$ cat config.mk
export PLATFORM = sky130hd
export DESIGN_NAME = l2req_top
export DESIGN_NICKNAME = d
export VERILOG_FILES = /design/src/source/l2arb_pkg.sv /design/src/source/l2req_pkg.sv /design/src/source/l2req_top.sv /design/src/source/l2_credit_counter.sv /design/src/source/l2req_arbiter_mux.sv /design/src/source/request_arbiter.sv /design/src/source/l2req_slot.sv
export VERILOG_INCLUDE_DIRS = /design/src /design/src/source
export SDC_FILE = /design/constraint.sdc
export NUM_CORES = 1
export LEC_CHECK = 0
export ABC_AREA = 1
export BUFFER_PORTS_ARGS = -buffer_cell sky130_fd_sc_hd__buf_2
export CAP_MARGIN = 20
export CORE_AREA = 3 3 281 283
export CTS_BUF_LIST = sky130_fd_sc_hd__clkbuf_4
export CTS_CLUSTER_DIAMETER = 40
export DETAILED_ROUTE_END_ITERATION = 16
export DIE_AREA = 0 0 284 286
export MAX_ROUTING_LAYER = met4
export SYNTH_ARGS = -nofsm -noshare
export SYNTH_HDL_FRONTEND = slang
export SYNTH_SLANG_ARGS = --single-unit
$ cat constraint.sdc
create_clock -name clk -period 12.2 [get_ports clk]
set_input_delay 0.61 -clock clk [delete_from_list [all_inputs] [get_ports clk]]
set_output_delay 0.61 -clock clk [all_outputs]
set_load 0.01 [all_outputs]
$ cat src/source/l2_cfg.svh
// L2 request port configuration: strand width, line size and credit limit
`ifndef L2_CFG_SVH
`define L2_CFG_SVH

// Width of the strand index carried with every request
`define STRAND_INDEX_WIDTH 2

// Bytes in one cache line
// The data field is eight times this wide and the byte mask matches it
`define CACHE_LINE_BYTES 16

// Requests that may be outstanding at the L2 before issue stalls
`define L2_CREDITS 4

`endif
$ cat src/source/l2arb_pkg.sv
// Arbitration types for the L2 request port: names of the arbitrated inputs
`default_nettype none

package l2arb_pkg;

	localparam int num_requesters = 3;

	// Position of each requester in the request and grant vectors
	typedef enum logic [1:0]
	{
		req_icache = 2'd0,
		req_dcache = 2'd1,
		req_stbuf  = 2'd2
	} requester_t;

endpackage

`default_nettype wire

$ cat src/source/l2req_pkg.sv
// Request field types for the L2 request port: opcodes and issuing units
`default_nettype none

package l2req_pkg;

	// Operation requested from the L2
	typedef enum logic [2:0]
	{
		op_load       = 3'd0,
		op_store      = 3'd1,
		op_flush      = 3'd2,
		op_invalidate = 3'd3,
		op_load_sync  = 3'd4,
		op_store_sync = 3'd5
	} l2_op_t;

	// Cache unit that issued the request
	// The L2 uses this to route the response back
	typedef enum logic [1:0]
	{
		unit_icache = 2'd0,
		unit_dcache = 2'd1,
		unit_stbuf  = 2'd2,
		unit_ext    = 2'd3
	} l2_unit_t;

endpackage

`default_nettype wire

$ cat src/source/l2req_top.sv
// L2 request port top level: requester arbitration with credit-gated issue
`default_nettype none
`include "l2_cfg.svh"

module l2req_top
(
	input  wire logic                               clk,
	input  wire logic                               reset,
	input  wire logic                               icache_l2req_valid,
	output logic                                    icache_l2req_ready,
	input  wire logic [`STRAND_INDEX_WIDTH - 1:0]   icache_l2req_strand,
	input  wire l2req_pkg::l2_unit_t                icache_l2req_unit,
	input  wire l2req_pkg::l2_op_t                  icache_l2req_op,
	input  wire logic [1:0]                         icache_l2req_way,
	input  wire logic [25:0]                        icache_l2req_address,
	input  wire logic [`CACHE_LINE_BYTES * 8 - 1:0] icache_l2req_data,
	input  wire logic [`CACHE_LINE_BYTES - 1:0]     icache_l2req_mask,
	input  wire logic                               dcache_l2req_valid,
	output logic                                    dcache_l2req_ready,
	input  wire logic [`STRAND_INDEX_WIDTH - 1:0]   dcache_l2req_strand,
	input  wire l2req_pkg::l2_unit_t                dcache_l2req_unit,
	input  wire l2req_pkg::l2_op_t                  dcache_l2req_op,
	input  wire logic [1:0]                         dcache_l2req_way,
	input  wire logic [25:0]                        dcache_l2req_address,
	input  wire logic [`CACHE_LINE_BYTES * 8 - 1:0] dcache_l2req_data,
	input  wire logic [`CACHE_LINE_BYTES - 1:0]     dcache_l2req_mask,
	input  wire logic                               stbuf_l2req_valid,
	output logic                                    stbuf_l2req_ready,
	input  wire logic [`STRAND_INDEX_WIDTH - 1:0]   stbuf_l2req_strand,
	input  wire l2req_pkg::l2_unit_t                stbuf_l2req_unit,
	input  wire l2req_pkg::l2_op_t                  stbuf_l2req_op,
	input  wire logic [1:0]                         stbuf_l2req_way,
	input  wire logic [25:0]                        stbuf_l2req_address,
	input  wire logic [`CACHE_LINE_BYTES * 8 - 1:0] stbuf_l2req_data,
	input  wire logic [`CACHE_LINE_BYTES - 1:0]     stbuf_l2req_mask,
	output logic                                    l2req_valid,
	input  wire logic                               l2req_ready,
	output logic [`STRAND_INDEX_WIDTH - 1:0]        l2req_strand,
	output l2req_pkg::l2_unit_t                     l2req_unit,
	output l2req_pkg::l2_op_t                       l2req_op,
	output logic [1:0]                              l2req_way,
	output logic [25:0]                             l2req_address,
	output logic [`CACHE_LINE_BYTES * 8 - 1:0]      l2req_data,
	output logic [`CACHE_LINE_BYTES - 1:0]          l2req_mask,
	input  wire logic                               l2_response
);

	logic any_pending;
	logic issue;

	l2req_arbiter_mux arbiter_mux (
		.clk(clk), .reset(reset),
		.icache_l2req_valid(icache_l2req_valid), .icache_l2req_ready(icache_l2req_ready),
		.icache_l2req_strand(icache_l2req_strand), .icache_l2req_unit(icache_l2req_unit),
		.icache_l2req_op(icache_l2req_op), .icache_l2req_way(icache_l2req_way),
		.icache_l2req_address(icache_l2req_address), .icache_l2req_data(icache_l2req_data),
		.icache_l2req_mask(icache_l2req_mask),
		.dcache_l2req_valid(dcache_l2req_valid), .dcache_l2req_ready(dcache_l2req_ready),
		.dcache_l2req_strand(dcache_l2req_strand), .dcache_l2req_unit(dcache_l2req_unit),
		.dcache_l2req_op(dcache_l2req_op), .dcache_l2req_way(dcache_l2req_way),
		.dcache_l2req_address(dcache_l2req_address), .dcache_l2req_data(dcache_l2req_data),
		.dcache_l2req_mask(dcache_l2req_mask),
		.stbuf_l2req_valid(stbuf_l2req_valid), .stbuf_l2req_ready(stbuf_l2req_ready),
		.stbuf_l2req_strand(stbuf_l2req_strand), .stbuf_l2req_unit(stbuf_l2req_unit),
		.stbuf_l2req_op(stbuf_l2req_op), .stbuf_l2req_way(stbuf_l2req_way),
		.stbuf_l2req_address(stbuf_l2req_address), .stbuf_l2req_data(stbuf_l2req_data),
		.stbuf_l2req_mask(stbuf_l2req_mask),
		.issue(issue),
		.any_pending(any_pending),
		.l2req_strand(l2req_strand), .l2req_unit(l2req_unit), .l2req_op(l2req_op),
		.l2req_way(l2req_way), .l2req_address(l2req_address),
		.l2req_data(l2req_data), .l2req_mask(l2req_mask)
	);

	// Issue is fed back so the winning slot empties and the pointer moves
	l2_credit_counter credit_counter (
		.clk(clk),
		.reset(reset),
		.any_pending(any_pending),
		.l2req_ready(l2req_ready),
		.l2_response(l2_response),
		.l2req_valid(l2req_valid),
		.issue(issue)
	);

endmodule

`default_nettype wire

$ cat src/source/l2_credit_counter.sv
// Credit counter that limits requests outstanding at the L2 and gates issue
`default_nettype none
`include "l2_cfg.svh"

module l2_credit_counter
(
	input  wire logic  clk,
	input  wire logic  reset,
	input  wire logic  any_pending,
	input  wire logic  l2req_ready,
	input  wire logic  l2_response,
	output logic       l2req_valid,
	output logic       issue
);

	localparam int count_width = $clog2(`L2_CREDITS + 1);
	localparam logic [count_width - 1:0] credit_limit = count_width'(`L2_CREDITS);

	// Requests sent to the L2 that have not yet been answered
	logic [count_width - 1:0] count;

	assign l2req_valid = any_pending && (count < credit_limit);
	assign issue = l2req_valid && l2req_ready;

	// An issue and a response in the same cycle cancel out
	always_ff @(posedge clk or posedge reset)
	begin
		if (reset)
			count <= '0;
		else if (issue && !l2_response)
			count <= count + 1'b1;
		else if (l2_response && !issue)
			count <= count - 1'b1;
	end

endmodule

`default_nettype wire

$ cat src/source/l2req_arbiter_mux.sv
// Holding slots for the three requesters, arbitration and the shared field mux
`default_nettype none
`include "l2_cfg.svh"

module l2req_arbiter_mux
(
	input  wire logic                               clk,
	input  wire logic                               reset,
	input  wire logic                               icache_l2req_valid,
	output logic                                    icache_l2req_ready,
	input  wire logic [`STRAND_INDEX_WIDTH - 1:0]   icache_l2req_strand,
	input  wire l2req_pkg::l2_unit_t                icache_l2req_unit,
	input  wire l2req_pkg::l2_op_t                  icache_l2req_op,
	input  wire logic [1:0]                         icache_l2req_way,
	input  wire logic [25:0]                        icache_l2req_address,
	input  wire logic [`CACHE_LINE_BYTES * 8 - 1:0] icache_l2req_data,
	input  wire logic [`CACHE_LINE_BYTES - 1:0]     icache_l2req_mask,
	input  wire logic                               dcache_l2req_valid,
	output logic                                    dcache_l2req_ready,
	input  wire logic [`STRAND_INDEX_WIDTH - 1:0]   dcache_l2req_strand,
	input  wire l2req_pkg::l2_unit_t                dcache_l2req_unit,
	input  wire l2req_pkg::l2_op_t                  dcache_l2req_op,
	input  wire logic [1:0]                         dcache_l2req_way,
	input  wire logic [25:0]                        dcache_l2req_address,
	input  wire logic [`CACHE_LINE_BYTES * 8 - 1:0] dcache_l2req_data,
	input  wire logic [`CACHE_LINE_BYTES - 1:0]     dcache_l2req_mask,
	input  wire logic                               stbuf_l2req_valid,
	output logic                                    stbuf_l2req_ready,
	input  wire logic [`STRAND_INDEX_WIDTH - 1:0]   stbuf_l2req_strand,
	input  wire l2req_pkg::l2_unit_t                stbuf_l2req_unit,
	input  wire l2req_pkg::l2_op_t                  stbuf_l2req_op,
	input  wire logic [1:0]                         stbuf_l2req_way,
	input  wire logic [25:0]                        stbuf_l2req_address,
	input  wire logic [`CACHE_LINE_BYTES * 8 - 1:0] stbuf_l2req_data,
	input  wire logic [`CACHE_LINE_BYTES - 1:0]     stbuf_l2req_mask,
	input  wire logic                               issue,
	output logic                                    any_pending,
	output logic [`STRAND_INDEX_WIDTH - 1:0]        l2req_strand,
	output l2req_pkg::l2_unit_t                     l2req_unit,
	output l2req_pkg::l2_op_t                       l2req_op,
	output logic [1:0]                              l2req_way,
	output logic [25:0]                             l2req_address,
	output logic [`CACHE_LINE_BYTES * 8 - 1:0]      l2req_data,
	output logic [`CACHE_LINE_BYTES - 1:0]          l2req_mask
);

	// Index 0 is icache, 1 is dcache and 2 is stbuf, as in requester_t
	logic [2:0]                          pending;
	logic [2:0]                          grant;
	l2arb_pkg::requester_t               grant_index;
	logic [`STRAND_INDEX_WIDTH - 1:0]    held_strand [3];
	l2req_pkg::l2_unit_t                 held_unit [3];
	l2req_pkg::l2_op_t                   held_op [3];
	logic [1:0]                          held_way [3];
	logic [25:0]                         held_address [3];
	logic [`CACHE_LINE_BYTES * 8 - 1:0]  held_data [3];
	logic [`CACHE_LINE_BYTES - 1:0]      held_mask [3];

	l2req_slot icache_slot (
		.clk(clk), .reset(reset),
		.valid(icache_l2req_valid), .ready(icache_l2req_ready),
		.strand(icache_l2req_strand), .unit(icache_l2req_unit), .op(icache_l2req_op),
		.way(icache_l2req_way), .address(icache_l2req_address),
		.data(icache_l2req_data), .mask(icache_l2req_mask),
		.issue_grant(grant[0] && issue), .pending(pending[0]),
		.held_strand(held_strand[0]), .held_unit(held_unit[0]), .held_op(held_op[0]),
		.held_way(held_way[0]), .held_address(held_address[0]),
		.held_data(held_data[0]), .held_mask(held_mask[0])
	);

	l2req_slot dcache_slot (
		.clk(clk), .reset(reset),
		.valid(dcache_l2req_valid), .ready(dcache_l2req_ready),
		.strand(dcache_l2req_strand), .unit(dcache_l2req_unit), .op(dcache_l2req_op),
		.way(dcache_l2req_way), .address(dcache_l2req_address),
		.data(dcache_l2req_data), .mask(dcache_l2req_mask),
		.issue_grant(grant[1] && issue), .pending(pending[1]),
		.held_strand(held_strand[1]), .held_unit(held_unit[1]), .held_op(held_op[1]),
		.held_way(held_way[1]), .held_address(held_address[1]),
		.held_data(held_data[1]), .held_mask(held_mask[1])
	);

	l2req_slot stbuf_slot (
		.clk(clk), .reset(reset),
		.valid(stbuf_l2req_valid), .ready(stbuf_l2req_ready),
		.strand(stbuf_l2req_strand), .unit(stbuf_l2req_unit), .op(stbuf_l2req_op),
		.way(stbuf_l2req_way), .address(stbuf_l2req_address),
		.data(stbuf_l2req_data), .mask(stbuf_l2req_mask),
		.issue_grant(grant[2] && issue), .pending(pending[2]),
		.held_strand(held_strand[2]), .held_unit(held_unit[2]), .held_op(held_op[2]),
		.held_way(held_way[2]), .held_address(held_address[2]),
		.held_data(held_data[2]), .held_mask(held_mask[2])
	);

	// Pointer only rotates when a request actually leaves for the L2
	request_arbiter arbiter (
		.clk(clk),
		.reset(reset),
		.request(pending),
		.advance(issue),
		.grant(grant),
		.grant_index(grant_index)
	);

	// With nothing pending the index rests on icache, and valid is low anyway
	assign l2req_strand = held_strand[grant_index];
	assign l2req_unit = held_unit[grant_index];
	assign l2req_op = held_op[grant_index];
	assign l2req_way = held_way[grant_index];
	assign l2req_address = held_address[grant_index];
	assign l2req_data = held_data[grant_index];
	assign l2req_mask = held_mask[grant_index];

	assign any_pending = |pending;

endmodule

`default_nettype wire

$ cat src/source/request_arbiter.sv
// Rotating-priority arbiter with a one-hot grant and a matching grant index
`default_nettype none

module request_arbiter
(
	input  wire logic                                       clk,
	input  wire logic                                       reset,
	input  wire logic [l2arb_pkg::num_requesters - 1:0]     request,
	input  wire logic                                       advance,
	output logic [l2arb_pkg::num_requesters - 1:0]          grant,
	output l2arb_pkg::requester_t                           grant_index
);

	// Requester that has first claim on the next issue
	l2arb_pkg::requester_t pointer;
	l2arb_pkg::requester_t next_pointer;

	// Search from the pointer upward and wrap, taking the first request seen
	always_comb
	begin
		int idx;
		logic found;

		grant = '0;
		grant_index = l2arb_pkg::req_icache;
		found = 1'b0;
		for (int i = 0; i < l2arb_pkg::num_requesters; i++)
		begin
			idx = (int'(pointer) + i) % l2arb_pkg::num_requesters;
			if (!found && request[idx])
			begin
				found = 1'b1;
				grant[idx] = 1'b1;
				grant_index = l2arb_pkg::requester_t'(idx);
			end
		end
	end

	// The winner drops to lowest priority once its request has gone out
	assign next_pointer = (grant_index == l2arb_pkg::req_stbuf) ? l2arb_pkg::req_icache
		: l2arb_pkg::requester_t'(grant_index + 2'd1);

	always_ff @(posedge clk or posedge reset)
	begin
		if (reset)
			pointer <= l2arb_pkg::req_icache;
		else if (advance)
			pointer <= next_pointer;
	end

endmodule

`default_nettype wire

$ cat src/source/l2req_slot.sv
// One-entry holding slot that keeps a requester's request until it issues
`default_nettype none
`include "l2_cfg.svh"

module l2req_slot
(
	input  wire logic                              clk,
	input  wire logic                              reset,
	input  wire logic                              valid,
	output logic                                   ready,
	input  wire logic [`STRAND_INDEX_WIDTH - 1:0]  strand,
	input  wire l2req_pkg::l2_unit_t               unit,
	input  wire l2req_pkg::l2_op_t                 op,
	input  wire logic [1:0]                        way,
	input  wire logic [25:0]                       address,
	input  wire logic [`CACHE_LINE_BYTES * 8 - 1:0] data,
	input  wire logic [`CACHE_LINE_BYTES - 1:0]    mask,
	input  wire logic                              issue_grant,
	output logic                                   pending,
	output logic [`STRAND_INDEX_WIDTH - 1:0]       held_strand,
	output l2req_pkg::l2_unit_t                    held_unit,
	output l2req_pkg::l2_op_t                      held_op,
	output logic [1:0]                             held_way,
	output logic [25:0]                            held_address,
	output logic [`CACHE_LINE_BYTES * 8 - 1:0]     held_data,
	output logic [`CACHE_LINE_BYTES - 1:0]         held_mask
);

	logic transfer;

	// The slot frees up in the cycle its request leaves, so a new one
	// can be taken on the same edge
	assign ready = !pending || issue_grant;
	assign transfer = valid && ready;

	always_ff @(posedge clk or posedge reset)
	begin
		if (reset)
			pending <= 1'b0;
		else if (transfer)
			pending <= 1'b1;
		else if (issue_grant)
			pending <= 1'b0;
	end

	// Payload only changes when a request is accepted
	always_ff @(posedge clk)
	begin
		if (transfer)
		begin
			held_strand <= strand;
			held_unit <= unit;
			held_op <= op;
			held_way <= way;
			held_address <= address;
			held_data <= data;
			held_mask <= mask;
		end
	end

endmodule

`default_nettype wire

==> results of run 1 <==
[cells by family after synthesis]
group                      synth area share, %
and+or+nand+nor                          16.58
muxes                                  0.05543
buffers and inverters                    2.143
AOI/OAI and AO/OA                       0.3634
adders and majority gates               0.4065
xor gates and xnor gates               0.08624
DFF                                      80.36
[synth_stat cells (all sizes together)]
cell | instances | area [um^2]
edfxtp | 537 | 16130
nand2 | 382 | 1436
nand3 | 375 | 1882
buf | 58 | 300.3
clkbuf | 19 | 71.32
inv | 17 | 63.81
dfrtp | 8 | 200.2
o21ai | 8 | 47.55
nor2 | 6 | 37.53
ha | 5 | 62.56
a21oi | 4 | 20.02
xnor2 | 2 | 17.52
a31oi | 1 | 6.260
and2 | 1 | 6.260
fa | 1 | 20.02
mux2 | 1 | 11.26
nand4 | 1 | 6.260
[through the flow]
step           hold WS, ns  area [um^2]
2_1_floorplan       0.4257        20310
3_3_place_gp        0.4901        25080
3_5_place_dp        0.4817        25080
4_1_cts            0.01934        32360
5_1_grt             0.1158        32400
[metal layers]
layer,track usage (%)
met1,20.44
met5,-
met4,9.581
met3,5.020
met2,31.85
==> flow_metrics.env, run 1 <==
export IMPL_chipWidth_um=284
export IMPL_ctsResizeCount=0
export IMPL_num_io_pins=727
export IMPL_clock_sinks=545
export IMPL_synthCells=1426
export IMPL_clockRootBuffer="clkbuf_4"
export IMPL_grt_max_degree=122
export IMPL_io_buffers=726
export IMPL_yosys_warnings=0
export IMPL_synth_area_um2=20310
export IMPL_antenna_found_initial=11
export IMPL_error_line="[ERROR DRT-0255] Maze Route cannot find path of net l2req_data[32] in worker of routeBox ( 241500 96600 ) ( 284000 144900 )."
export IMPL_postCtsHoldBufs=543
export IMPL_synth_nets=1976
export IMPL_netlist_cell_type_count=25
export IMPL_dp_cells=3133
export IMPL_synth_seq_cells=545
export IMPL_preCtsSetupSlack_ns=7.584
export IMPL_cts_buffers=153
export IMPL_clockBufferDepth=3
export IMPL_die_h_um=286
export IMPL_fp_row_count=102
export IMPL_syn_area_per_cell_um2=14.25
export IMPL_grt_pass1_vias=19856
export IMPL_lastStage="5_2_route"
export IMPL_grt_pass1_wl_um=113300
export IMPL_start_util_pct=26.40
export IMPL_overflow=0
export IMPL_postCtsSetupBuffers=0
export IMPL_post_dp_hpwl_um=45610
export IMPL_gp_congestion=0.9396
export IMPL_ys_seq_area_share_pct=80.36
export IMPL_grt_usage_pct=18.82
export IMPL_cts_max_level=4
export IMPL_outcome="stopped before the end"
==> inputs of run 2 (changes only) <==
--- a/config.mk
+++ b/config.mk
@@ -9,12 +9,10 @@
 export ABC_AREA = 1
 export BUFFER_PORTS_ARGS = -buffer_cell sky130_fd_sc_hd__buf_2
 export CAP_MARGIN = 20
-export CORE_AREA = 3 3 281 283
-export CTS_BUF_LIST = sky130_fd_sc_hd__clkbuf_4
-export CTS_CLUSTER_DIAMETER = 40
+export CORE_MARGIN = 3
+export CORE_UTILIZATION = 20
 export DETAILED_ROUTE_END_ITERATION = 16
-export DIE_AREA = 0 0 284 286
-export MAX_ROUTING_LAYER = met4
+export PLACE_DENSITY_LB_ADDON = 0.15
 export SYNTH_ARGS = -nofsm -noshare
 export SYNTH_HDL_FRONTEND = slang
 export SYNTH_SLANG_ARGS = --single-unit
==> run 2 against run 1 <==
Compared with the run above: the flow now finishes without violations; global-route usage shrank 4.6 points; area after synthesis did not move; synthesized cell count stayed put.
==> flow_metrics.env, run 2 <==
export IMPL_synth_xor_area_share_pct=0.08623
export IMPL_core_um2=100400
export IMPL_routed_via_density=4.053
export IMPL_start_kind="flip-flop"
export IMPL_relSlewSlack_pct=28.23
export IMPL_ys_async_sr_fraction_pct=1.468
export IMPL_synth_nets=1976
export IMPL_drc_errors=0
export IMPL_setup_viol=0
export IMPL_antenna_found_initial=16
export IMPL_max_clock_freq_ghz=0.1875
export IMPL_cp_max_fo=74
export IMPL_final_common_cell="buf_2"
export IMPL_drv_slew=0
export IMPL_fin_skew_ns=0.02214
export IMPL_synth_simple_area_share_pct=16.58
export IMPL_synth_area_leaders="edfxtp_1 79%, nand3_1 9.2%, nand2_1 7.0%"
export IMPL_syn_area_per_cell_um2=14.25
export IMPL_post_dp_hpwl_um=53570
export IMPL_yosys_top_cells_count="537 x edfxtp_1, 381 x nand2_1, 374 x nand3_1"
export IMPL_critPathArrivalTime_ns=4.72
export IMPL_finalCritPeriodShare_pct=43.72
export IMPL_maxCapViolCount=0
export IMPL_synth_mux_area_share_pct=0.05543
export IMPL_dp_cells=3455
export IMPL_synth_compound_area_share_pct=0.3634
export IMPL_synth_most_common_cell="edfxtp_1"
export IMPL_outcome="complete, no violations"
export IMPL_drt_pass1_iterations=7
export IMPL_io_buffers=726
export IMPL_drive_gt1_share_pct=38.55
export IMPL_synth_area_um2=20310
export IMPL_rsz0062_at_grt="false"
export IMPL_grt_usage_pct=14.24
export IMPL_clock_sinks=545
export IMPL_stdcell_count=3587
export IMPL_worst_slew_pin_slew_ns=1.077
export IMPL_cp_slowest_stage_delay_ns=0.75
export IMPL_cpMostUsedCell="nand3_1"
export IMPL_grt_pass1_wl_um=111000
export IMPL_p_per_area_nw_per_um2=306.6
export IMPL_setup_tns_ns=0
export IMPL_final_nets=2721
export IMPL_die_h_um=324.7
export IMPL_cpLargestDelayFamily="buffers and inverters"
export IMPL_synth_largest_area_cell="edfxtp_1"
export IMPL_grt_pass1_vias=15406
export IMPL_netlist_cell_type_count=25
export IMPL_criticalPathCategory="flip-flop to output port"
export IMPL_synth_top_cell_area_share_pct=79.38
export IMPL_synth_flop_cell="edfxtp_1"
export IMPL_crit_chain="inv_1, ha_1, inv_2, nand2_1, nand3_1, nand2_1, nand3_1, nand2_1, nor2_4, buf_4, buf_4, nand3_1, nand3_1, buf_2"
export IMPL_grt_max_degree=75
export IMPL_cts_buffers=69
export IMPL_synth_edff_count=537
export IMPL_slowest_stage="buf_4"
export IMPL_cts_tree="built"
export IMPL_min_path_type="input pin to flip-flop"
export IMPL_drt_iter0_markers=833
export IMPL_hold_viol_final=0
export IMPL_fp_row_count=116
export IMPL_cts_max_level=3
export IMPL_synth_top_family_by_area="simple AND/OR/NAND/NOR gates"
export IMPL_whs_ns=0.1681
export IMPL_num_io_pins=727
export IMPL_chipWidth_um=324.7
export IMPL_wl_per_cell_um=21.53
export IMPL_wl_um=77240
export IMPL_crit_buf_inv=5
export IMPL_clockRootBuffer="clkbuf_16"
export IMPL_layout_common_cells="726 x buf_2, 537 x edfxtp_1, 381 x nand2_1"
export IMPL_ir_drop_mv=0.1668
export IMPL_detail_route_antenna_nets=0
export IMPL_synthCells=1426
export IMPL_crit_required_ns=11.59
export IMPL_ys_seq_area_share_pct=80.36
export IMPL_yosys_warnings=0
export IMPL_vias=14539
export IMPL_area_delta_synth_final_pct=36.20
export IMPL_overflow=0
export IMPL_clockBufferDepth=3
export IMPL_largestRegisters="arbiter_mux.dcache_slot.held_data x128, arbiter_mux.icache_slot.held_data x128, arbiter_mux.stbuf_slot.held_data x128"
export IMPL_path_clk_slew_ns=0.06
export IMPL_leakagePower_nw=10.83
export IMPL_start_util_pct=20.23
export IMPL_clk_latency_ns=0.61
export IMPL_postCtsSetupBuffers=0
export IMPL_synth_adder_area_share_pct=0.4065
export IMPL_gp_congestion=0.8341
export IMPL_dieArea_um2=105400
export IMPL_period_needed_ns=5.334
export IMPL_crit_path_end_kind="output port"
export IMPL_synth_seq_cells=545
run 2: per-layer routing:
layer  routed length [um]  vias up  GRT usage [%]  share of wire, %
li1                     -     6706              -                 -
met1                30250     7206          16.40                39
met2                40710      507          25.93                53
met3                 4783      112          3.967               6.2
met4                 1445        8          3.600               1.9
met5                   55        -              0             0.071
run 2: worst reg2reg max path, cell delays in order, from the launching register on:
cell and delay (ns):
dfrtp_1 0.37, inv_1 0.09, ha_1 0.42, inv_2 0.10, nand2_1 0.08, nand2_1 0.06, nand3_1 0.12, nand3_2 0.15
nor2_1 0.23, o21ai_0 0.22, a21oi_4 0.64, buf_4 0.86, buf_4 0.84
run 2: worst paths after layout:
kind	start	to	slack, ns	cells past startpoint
max	arbiter_mux.arbiter.pointer[0]$_DFFE_PP0P_	l2req_data[74]	6.87	14
min	icache_l2req_data[5]	arbiter_mux.icache_slot.held_data[5]$_DFFE_PP_	0.17	1
max reg2reg	arbiter_mux.arbiter.pointer[0]$_DFFE_PP0P_	arbiter_mux.stbuf_slot.held_data[73]$_DFFE_PP_	7.60	12
min reg2reg	credit_counter.count[2]$_DFFE_PP0P_	credit_counter.count[2]$_DFFE_PP0P_	0.48	1
max in group asynchronous	reset	arbiter_mux.dcache_slot.pending$_DFFE_PP0P_	11.44	3
min in group asynchronous	reset	arbiter_mux.stbuf_slot.pending$_DFFE_PP0P_	0.50	3
run 2: cells by family after synthesis:
family | after synthesis
multiplexers | 1
AO/OA/AOI/OAI | 13
adder cells (fa/ha/maj) | 6
AND/OR/NAND/NOR | 765
flip-flops | 545
buffers and inverters | 94
XOR/XNOR | 2
run 2: power breakdown:
group / switching [W] / internal, W / total, W / leakage (nW)
Clock: 0.000809 / 0.00111 / 0.00192 / 1.02
Combinational: 0.00275 / 0.00119 / 0.00395 / 4.84
Sequential: 0.000101 / 0.00252 / 0.00262 / 4.97
run 2: repair_timing:
item / CTS / global route
hold buffers: 1 / 0
hold endpoints to repair: 8 / 0
resized for setup: 0 / 0
run 2: metrics by stage:
stage | power (W) | area, um^2 | utilization [%] | setup WS [ns]
global route | 0.009047 | 27660 | 27.54 | 6.506
detailed placement | 0.006734 | 25520 | 25.41 | 7.185
finish | 0.008484 | 27670 | 27.55 | 6.866
floorplan | 0.004938 | 20310 | - | 1.389
CTS | 0.008703 | 27620 | 27.50 | 6.502
global placement | 0.006712 | 25490 | 25.38 | 7.357
run 2: layout make-up:
type | instances | area (um^2)
diodes | 7 | 17.52
clock buffers | 83 | 1822
clock inverters | 40 | 271.5
fillers | 10637 | 72770
inverters | 17 | 63.81
multi-input cells | 787 | 3607
flip-flops and latches | 545 | 16330
well taps | 1357 | 1698
repair buffers | 751 | 3864
No activity file was read; power rests on OpenSTA's default activity.
